<file path="src/logic/rv_isa_pkg.sv">
// RV64 control-flow subset only; reset PC and trap vector are fixed addresses, no CSR file.
`default_nettype none

package rv_isa_pkg;

  localparam int XLEN    = 64;
  localparam int ILEN    = 32;
  localparam int REG_AW  = 5;
  localparam int NUM_GPR = 32;

  localparam logic [6:0] OP_BRANCH = 7'b1100011;
  localparam logic [6:0] OP_JAL    = 7'b1101111;
  localparam logic [6:0] OP_JALR   = 7'b1100111;
  localparam logic [6:0] OP_SYSTEM = 7'b1110011;

  localparam logic [2:0] F3_BEQ  = 3'b000;
  localparam logic [2:0] F3_BNE  = 3'b001;
  localparam logic [2:0] F3_BLT  = 3'b100;
  localparam logic [2:0] F3_BGE  = 3'b101;
  localparam logic [2:0] F3_BLTU = 3'b110;
  localparam logic [2:0] F3_BGEU = 3'b111;
  localparam logic [2:0] F3_JALR = 3'b000;
  localparam logic [2:0] F3_PRIV = 3'b000;

  localparam logic [11:0] FUNCT12_ECALL = 12'h000;
  localparam logic [11:0] FUNCT12_MRET  = 12'h302;

  localparam logic [XLEN-1:0] RESET_PC   = 64'h0000_0000_8000_0000;
  localparam logic [XLEN-1:0] MTVEC_ADDR = 64'h0000_0000_8000_0100;

endpackage

`default_nettype wire
</file>
<file path="src/logic/branch_pkg.sv">
// Control-flow types for the branch slice; br_func_e codes are fixed and shared with the decoder.
`default_nettype none

package branch_pkg;
  import rv_isa_pkg::*;

  // Jumps sit at 000 and 001 so that compares occupy the upper six codes.
  typedef enum logic [2:0] {
    BR_JAL  = 3'b000,
    BR_JALR = 3'b001,
    BR_BEQ  = 3'b010,
    BR_BNE  = 3'b011,
    BR_BLT  = 3'b100,
    BR_BGE  = 3'b101,
    BR_BLTU = 3'b110,
    BR_BGEU = 3'b111
  } br_func_e;

  typedef struct packed {
    logic              br_en;
    logic              ecall;
    logic              mret;
    br_func_e          func;
    logic [REG_AW-1:0] rs1;
    logic [REG_AW-1:0] rs2;
    logic [REG_AW-1:0] rd;
    logic [XLEN-1:0]   imm;
  } br_ctrl_t;

  typedef struct packed {
    logic            taken;
    logic [XLEN-1:0] target;
  } redirect_t;

  typedef struct packed {
    logic              valid;
    logic [REG_AW-1:0] addr;
    logic [XLEN-1:0]   data;
  } gpr_wr_t;

endpackage

`default_nettype wire

</file>
<file path="src/logic/branch_top.sv">
// Branch slice of an RV64 execute stage; no back-pressure, one instruction per strobe.
`timescale 1ns/1ps
`default_nettype none

module branch_top import rv_isa_pkg::*, branch_pkg::*; (
  input  logic            i_clk,
  input  logic            i_reset,
  input  logic            i_inst_valid,
  input  logic [ILEN-1:0] i_inst,
  input  gpr_wr_t         i_load,
  output logic [XLEN-1:0] o_pc,
  output redirect_t       o_redirect
);

  br_ctrl_t        ctrl;
  logic [XLEN-1:0] rs1_data;
  logic [XLEN-1:0] rs2_data;
  logic            ep_sel;
  logic [XLEN-1:0] epnpc;
  redirect_t       br_result;
  gpr_wr_t         link;

  branch_decode u_decode (
    .i_inst       (i_inst),
    .i_inst_valid (i_inst_valid),
    .o_ctrl       (ctrl)
  );

  gpr_file u_gpr (
    .i_clk      (i_clk),
    .i_reset    (i_reset),
    .i_rs1      (ctrl.rs1),
    .i_rs2      (ctrl.rs2),
    .i_link     (link),
    .i_load     (i_load),
    .o_rs1_data (rs1_data),
    .o_rs2_data (rs2_data)
  );

  trap_csr u_trap (
    .i_clk    (i_clk),
    .i_reset  (i_reset),
    .i_ctrl   (ctrl),
    .i_pc     (o_pc),
    .o_ep_sel (ep_sel),
    .o_epnpc  (epnpc)
  );

  bru u_bru (
    .i_ctrl     (ctrl),
    .i_rs1_data (rs1_data),
    .i_rs2_data (rs2_data),
    .i_pc       (o_pc),
    .i_ep_sel   (ep_sel),
    .i_epnpc    (epnpc),
    .o_redirect (br_result)
  );

  pc_unit u_pc (
    .i_clk        (i_clk),
    .i_reset      (i_reset),
    .i_inst_valid (i_inst_valid),
    .i_ctrl       (ctrl),
    .i_redirect   (br_result),
    .o_pc         (o_pc),
    .o_link       (link),
    .o_redirect   (o_redirect)
  );

endmodule

`default_nettype wire

</file>
<file path="src/logic/pc_unit.sv">
// PC moves only on a strobe; o_redirect is a one-cycle pulse registered from the strobe cycle.
`timescale 1ns/1ps
`default_nettype none

module pc_unit import rv_isa_pkg::*, branch_pkg::*; (
  input  logic            i_clk,
  input  logic            i_reset,
  input  logic            i_inst_valid,
  input  br_ctrl_t        i_ctrl,
  input  redirect_t       i_redirect,
  output logic [XLEN-1:0] o_pc,
  output gpr_wr_t         o_link,
  output redirect_t       o_redirect
);

  logic [XLEN-1:0] pc_q;
  logic [XLEN-1:0] pc_plus4;
  logic            taken_q;
  logic [XLEN-1:0] target_q;

  assign pc_plus4 = pc_q + XLEN'(4);

  always_ff @(posedge i_clk) begin
    if (i_reset) begin
      pc_q    <= RESET_PC;
      taken_q <= 1'b0;
    end else begin
      taken_q <= i_inst_valid & i_redirect.taken;
      if (i_inst_valid) begin
        pc_q <= i_redirect.taken ? i_redirect.target : pc_plus4;
      end
    end
  end

  always_ff @(posedge i_clk) begin
    if (i_inst_valid) begin
      target_q <= i_redirect.target;
    end
  end

  // The link value is written by the same edge that moves the PC.
  assign o_link.valid = i_ctrl.br_en && ((i_ctrl.func == BR_JAL) || (i_ctrl.func == BR_JALR));
  assign o_link.addr  = i_ctrl.rd;
  assign o_link.data  = pc_plus4;

  assign o_pc              = pc_q;
  assign o_redirect.taken  = taken_q;
  assign o_redirect.target = target_q;

endmodule

`default_nettype wire

</file>
<file path="src/logic/trap_csr.sv">
// Only mepc is kept; the trap vector is the constant MTVEC_ADDR and no cause is recorded.
`timescale 1ns/1ps
`default_nettype none

module trap_csr import rv_isa_pkg::*, branch_pkg::*; (
  input  logic            i_clk,
  input  logic            i_reset,
  input  br_ctrl_t        i_ctrl,
  input  logic [XLEN-1:0] i_pc,
  output logic            o_ep_sel,
  output logic [XLEN-1:0] o_epnpc
);

  logic [XLEN-1:0] mepc;

  // The ecall flag is already qualified by the strobe in the decoder.
  always_ff @(posedge i_clk) begin
    if (i_reset) begin
      mepc <= '0;
    end else if (i_ctrl.ecall) begin
      mepc <= i_pc;
    end
  end

  assign o_ep_sel = i_ctrl.ecall | i_ctrl.mret;
  assign o_epnpc  = i_ctrl.ecall ? MTVEC_ADDR : mepc;

endmodule

`default_nettype wire

</file>
<file path="src/logic/bru.sv">
// Purely combinational; the JALR target keeps bit 0 as computed, no alignment check.
`timescale 1ns/1ps
`default_nettype none

module bru import rv_isa_pkg::*, branch_pkg::*; (
  input  br_ctrl_t        i_ctrl,
  input  logic [XLEN-1:0] i_rs1_data,
  input  logic [XLEN-1:0] i_rs2_data,
  input  logic [XLEN-1:0] i_pc,
  input  logic            i_ep_sel,
  input  logic [XLEN-1:0] i_epnpc,
  output redirect_t       o_redirect
);

  logic [XLEN-1:0] diff;
  logic            borrow;
  logic            overflow;
  logic            zero;
  logic            signed_less;
  logic            unsigned_less;
  logic            cond;
  logic            br_hit;
  logic [XLEN-1:0] base;
  logic [XLEN-1:0] offset;

  // One subtractor serves every compare.
  assign {borrow, diff} = {1'b0, i_rs1_data} - {1'b0, i_rs2_data};

  assign overflow = (i_rs1_data[XLEN-1] != i_rs2_data[XLEN-1]) &&
                    (diff[XLEN-1] != i_rs1_data[XLEN-1]);

  assign signed_less   = diff[XLEN-1] ^ overflow;
  assign unsigned_less = borrow;
  assign zero          = ~|diff;

  always_comb begin
    case (i_ctrl.func)
      BR_JAL:  cond = 1'b1;
      BR_JALR: cond = 1'b1;
      BR_BEQ:  cond = zero;
      BR_BNE:  cond = ~zero;
      BR_BLT:  cond = signed_less;
      BR_BGE:  cond = ~signed_less;
      BR_BLTU: cond = unsigned_less;
      BR_BGEU: cond = ~unsigned_less;
      default: cond = 1'b0;
    endcase
  end

  assign br_hit = i_ctrl.br_en & cond;

  // JALR is the only case that offsets from a register rather than the PC.
  assign base   = (i_ctrl.br_en && (i_ctrl.func == BR_JALR)) ? i_rs1_data : i_pc;
  assign offset = br_hit ? i_ctrl.imm : XLEN'(4);

  assign o_redirect.taken  = br_hit | i_ep_sel;
  assign o_redirect.target = i_ep_sel ? i_epnpc : base + offset;

endmodule

`default_nettype wire

</file>
<file path="src/logic/gpr_file.sv">
// One write port shared by link and load; a load that collides with a link write is dropped.
`timescale 1ns/1ps
`default_nettype none

module gpr_file import rv_isa_pkg::*, branch_pkg::*; (
  input  logic              i_clk,
  input  logic              i_reset,
  input  logic [REG_AW-1:0] i_rs1,
  input  logic [REG_AW-1:0] i_rs2,
  input  gpr_wr_t           i_link,
  input  gpr_wr_t           i_load,
  output logic [XLEN-1:0]   o_rs1_data,
  output logic [XLEN-1:0]   o_rs2_data
);

  logic [XLEN-1:0] regs [NUM_GPR];
  gpr_wr_t         wr_grant;

  // The link writer always owns the port when it asks.
  assign wr_grant = i_link.valid ? i_link : i_load;

  always_ff @(posedge i_clk) begin
    if (i_reset) begin
      for (int i = 0; i < NUM_GPR; i++) begin
        regs[i] <= '0;
      end
    end else if (wr_grant.valid && (wr_grant.addr != '0)) begin
      regs[wr_grant.addr] <= wr_grant.data;
    end
  end

  assign o_rs1_data = (i_rs1 == '0) ? '0 : regs[i_rs1];
  assign o_rs2_data = (i_rs2 == '0) ? '0 : regs[i_rs2];

endmodule

`default_nettype wire

</file>
<file path="src/logic/branch_decode.sv">
// Decodes only branches, JAL, JALR, ECALL and MRET; all other words yield no flags.
`timescale 1ns/1ps
`default_nettype none

module branch_decode import rv_isa_pkg::*, branch_pkg::*; (
  input  logic [ILEN-1:0] i_inst,
  input  logic            i_inst_valid,
  output br_ctrl_t        o_ctrl
);

  logic [6:0]      opcode;
  logic [2:0]      funct3;
  logic [11:0]     funct12;
  logic [XLEN-1:0] imm_b;
  logic [XLEN-1:0] imm_j;
  logic [XLEN-1:0] imm_i;

  assign opcode  = i_inst[6:0];
  assign funct3  = i_inst[14:12];
  assign funct12 = i_inst[31:20];

  assign imm_b = {{(XLEN-13){i_inst[31]}}, i_inst[31], i_inst[7], i_inst[30:25],
                  i_inst[11:8], 1'b0};
  assign imm_j = {{(XLEN-21){i_inst[31]}}, i_inst[31], i_inst[19:12], i_inst[20],
                  i_inst[30:21], 1'b0};
  assign imm_i = {{(XLEN-12){i_inst[31]}}, i_inst[31:20]};

  always_comb begin
    o_ctrl      = '0;
    o_ctrl.rs1  = i_inst[19:15];
    o_ctrl.rs2  = i_inst[24:20];
    o_ctrl.rd   = i_inst[11:7];
    o_ctrl.func = BR_JAL;
    o_ctrl.imm  = imm_b;
    if (i_inst_valid) begin
      case (opcode)
        OP_BRANCH: begin
          o_ctrl.br_en = 1'b1;
          case (funct3)
            F3_BEQ:  o_ctrl.func = BR_BEQ;
            F3_BNE:  o_ctrl.func = BR_BNE;
            F3_BLT:  o_ctrl.func = BR_BLT;
            F3_BGE:  o_ctrl.func = BR_BGE;
            F3_BLTU: o_ctrl.func = BR_BLTU;
            F3_BGEU: o_ctrl.func = BR_BGEU;
            // Codes 010 and 011 are reserved for branches.
            default: o_ctrl.br_en = 1'b0;
          endcase
        end
        OP_JAL: begin
          o_ctrl.br_en = 1'b1;
          o_ctrl.func  = BR_JAL;
          o_ctrl.imm   = imm_j;
        end
        OP_JALR: begin
          o_ctrl.br_en = (funct3 == F3_JALR);
          o_ctrl.func  = BR_JALR;
          o_ctrl.imm   = imm_i;
        end
        OP_SYSTEM: begin
          o_ctrl.ecall = (funct3 == F3_PRIV) && (funct12 == FUNCT12_ECALL);
          o_ctrl.mret  = (funct3 == F3_PRIV) && (funct12 == FUNCT12_MRET);
        end
        default: begin
          o_ctrl.br_en = 1'b0;
        end
      endcase
    end
  end

endmodule

`default_nettype wire

</file>
<file path="config.mk">
export PLATFORM = sky130hd
export DESIGN_NAME = branch_top
export DESIGN_NICKNAME = d
export VERILOG_FILES = /design/src/logic/rv_isa_pkg.sv /design/src/logic/branch_pkg.sv /design/src/logic/branch_top.sv /design/src/logic/pc_unit.sv /design/src/logic/trap_csr.sv /design/src/logic/bru.sv /design/src/logic/gpr_file.sv /design/src/logic/branch_decode.sv
export SDC_FILE = /design/constraint.sdc
export NUM_CORES = 2
export LEC_CHECK = 0
export BUFFER_PORTS_ARGS = -buffer_cell sky130_fd_sc_hd__buf_2
export CORE_ASPECT_RATIO = 1.2
export CORE_UTILIZATION = 35
export DETAILED_ROUTE_END_ITERATION = 8
export SYNTH_ARGS = -nofsm -noshare
export SYNTH_HDL_FRONTEND = slang
export SYNTH_SLANG_ARGS = --single-unit
</file>
<file path="constraint.sdc">
create_clock -name i_clk -period 31.5 [get_ports i_clk]
set_input_delay 7.875 -clock i_clk [delete_from_list [all_inputs] [get_ports i_clk]]
set_output_delay 7.875 -clock i_clk [all_outputs]
set_load 0.01 [all_outputs]
</file>
==> results.yml <==
cts:
  cts_root_buf: "clkbuf_16"
  cts-htree-levels: 4
  hold_buffers: 0
  cts_setup_buffers: 0
  clock-sinks: 2241
  clockBufferDepth: 4
  cts_tree: "built"
  cts_resized: 0
  insertion_delay_ps: 940
  cts-buffers-inserted: 220
  path_clk_slew_ps: 60
yosys:
  synth_top_family_by_area: "multiplexers"
  synth-seq-cells: 2241
  yosysWarnings: 0
  netlist_instances: 9012
  synth_edf_count: 2112
  synthXorXnorAreaFrac: 0.00992
  ys.flop_type: "edfxtp_1"
  yosys.area_share.simple: 0.107
  synthDistinctLibCells: 101
  synth-compound-area-share: 0.0484
  async_flop_share: 0
  synth-seq-area-share: 0.541
  synth-adder-area-share: 0.0140
  synth_area_mm2: 0.122
  synthMuxAreaShare: 0.248
  syn_area_per_cell_um2: 13.5
floorplanning:
  row_count: 237
  coreArea_mm2: 0.347
  initial_core_util: 0.351
  fp.dieArea_mm2: 0.351
  die_w_um: 541
  io_pins: 234
  die_h_um: 648
worst_setup_path:
  r2r-end: "u_pc.o_pc[60]$_SDFFE_PP0P_"
  r2r_setup_slack_ps: 17160
  reg2reg_depth: 50
  cp_slowest_cell: "nor4_1"
  cp_max_fo: 63
  cp_data_required_time_ps: 32360
  slowest_delay_ps: 920
  cp-end-kind: "flip-flop"
  cp-start-kind: "input pin"
  critPathKind: "in -> reg"
  cpMostUsedCell: "a21oi_1"
  reg2reg_from: "u_gpr.regs[15][14]$_SDFFCE_PN0P_"
  crit_arrival_ps: 24490
timing:
  hold_violations: 0
  final-setup-viol-count: 0
  timing.final.crit_share: 0.750
  max_freq_ghz: 0.0423
  tightest_slew_ps: 1490
  slew_viol_final: 0
  rsz0062_at_grt: "false"
  tns_ps: 0
  fin_hold_ws_ps: 456
  slew-limit-headroom: 0.00870
  min_period_ps: 23640
  finClkSkew_ps: 68.4
hold_path:
  hp-class: "reg -> reg"
  hp-start: "u_trap.mepc[40]$_SDFFE_PP0P_"
  min_to: "u_trap.mepc[40]$_SDFFE_PP0P_"
  min_path_cells: 2
power_and_ir_drop:
  seqPwrFrac: 0.470
  comb_power_share: 0.172
  p_sw_frac: 0.283
  peakVddDrop_mv: 0.0578
  p_clk_frac: 0.358
  p_per_area_mw_per_mm2: 54.6
  leakagePower_nw: 45.4
  p_sw_mw: 2.09
  total_power_mw: 7.39
  p_int_mw: 5.29
job:
  cap_viol_max_count: 0
route:
  drt_pass1_iterations: 9
  wl_per_cell_um: 36.9
  via_per_inst: 6.51
  drc: 0
  drtAntennaViolNets: 0
  drt-initial-drc-count: 14200
  wl_um: 502000
  dr_total_vias: 88600
place:
  place_congestion: 1.00
  hpwl_um: 296000
  place.port_buffers: 233
cells_and_area:
  most-common-layout-cells: "nor2_1 (2246), edfxtp_1 (2112), mux4_2 (1280)"
  layout-drive-gt1-share: 0.256
  syn_to_final_growth_pct: 11.1
  layout.nets: 9125
  final_common_cell: "nor2_1"
global_route:
  grt_pass1_vias: 86500
  grt_pass1_wl_um: 684000
  grt_max_degree: 116
  antenna_found_initial: 26
  gr-usage-all-layers: 0.279
  gr-total-overflow: 0
outcome:
  run_status: "finished clean"
sequential cells by signal, summed over array words and instances, names as in the netlist:
name / cells
u_trap.mepc: 64
u_pc.taken_q: 1
u_gpr.regs: 2048
u_pc.o_pc: 64
u_pc.target_q: 64
power groups by stage:
stage | Sequential, mW | Clock [mW] | Combinational [mW]
after floorplan | 3.51 | 0 | 0.780
after global placement | 3.52 | 0 | 1.23
after detailed placement | 3.53 | 0 | 1.23
after CTS | 3.47 | 2.65 | 1.24
after global routing | 3.49 | 2.74 | 1.30
final | 3.47 | 2.64 | 1.27
metrics by stage:
step | utilization | setup slack, ps | area, µm² | cells
6_report | 0.390 | 7860 | 135000 | 13600
5_1_grt | 0.390 | 6690 | 135000 | 13600
4_1_cts | 0.390 | 8280 | 135000 | 13600
3_5_place_dp | 0.370 | 7370 | 128000 | 13200
3_3_place_gp | 0.370 | 7170 | 128000 | 13200
2_1_floorplan | - | 10480 | 122000 | 9075
layer usage:
layer  track usage  vias up  wire (µm)
li1              -    34100          -
met1         0.340    45600     168000
met2         0.448     7278     232000
met3        0.0689     1617      64900
met4         0.170       16      36000
met5             0        -        259
synth_stat cells (57+ instances only):
| cell type | number | area (µm²) |
|---|---|---|
| mux2i_1 | 83 | 831 |
| buf_1 | 156 | 586 |
| clkbuf_1 | 702 | 2640 |
| a22oi_1 | 75 | 563 |
| nand2_1 | 491 | 1840 |
| dfxtp_1 | 129 | 2580 |
| a21o_1 | 59 | 443 |
| nor2_1 | 2252 | 8450 |
| o21ai_0 | 158 | 791 |
| a31oi_1 | 57 | 357 |
| xnor2_1 | 97 | 850 |
| edfxtp_1 | 2112 | 63400 |
| a21oi_1 | 313 | 1570 |
| mux4_2 | 1280 | 28800 |
| ha_1 | 132 | 1650 |
| nand3_1 | 70 | 350 |
kinds of logic after synthesis:
group	count (synthesis)
buffers and inverters	963
xor gates and xnor gates	138
AOI/OAI and AO/OA	930
DFF	2241
other	1
adders and majority gates	135
and+or+nand+nor	3186
muxes	1418
final cells by class:
cell class	instances	area (µm²)
fill	32100	212000
sequential	2241	66000
multi-input combinational	5871	53300
clock buffer	274	5790
tap	4541	5680
timing repair buffer	494	3330
clock inverter	122	1060
inverter	57	214
antenna	9	22.5
how the worst max path moves through the flow:
| stage | start | end | slack [ps] | cells past startpoint |
|---|---|---|---|---|
| 6_report | i_inst[15] | u_pc.o_pc[60]$_SDFFE_PP0P_ | 7860 | 52 |
| 5_1_grt | i_inst[15] | u_pc.o_pc[60]$_SDFFE_PP0P_ | 6690 | 52 |
| 4_1_cts | i_inst[15] | u_pc.o_pc[60]$_SDFFE_PP0P_ | 8280 | 52 |
| 3_5_place_dp | i_inst[15] | u_pc.o_pc[60]$_SDFFE_PP0P_ | 7370 | 52 |
| 3_3_place_gp | i_inst[15] | u_pc.o_pc[62]$_SDFFE_PP0P_ | 7170 | 52 |
| 2_1_floorplan | i_inst[15] | u_pc.o_pc[57]$_SDFFE_PP0P_ | 10480 | 55 |
worst max-delay path, delay by kind of cell:
kind            cells  cell delay, ps
buf+inv             5            2990
xor+xnor            1             180
simple gates       18            4870
compound gates     21            4690
mux                 3            1870
fa+ha+maj           4            1690
Power figures use the tool's default switching activity.
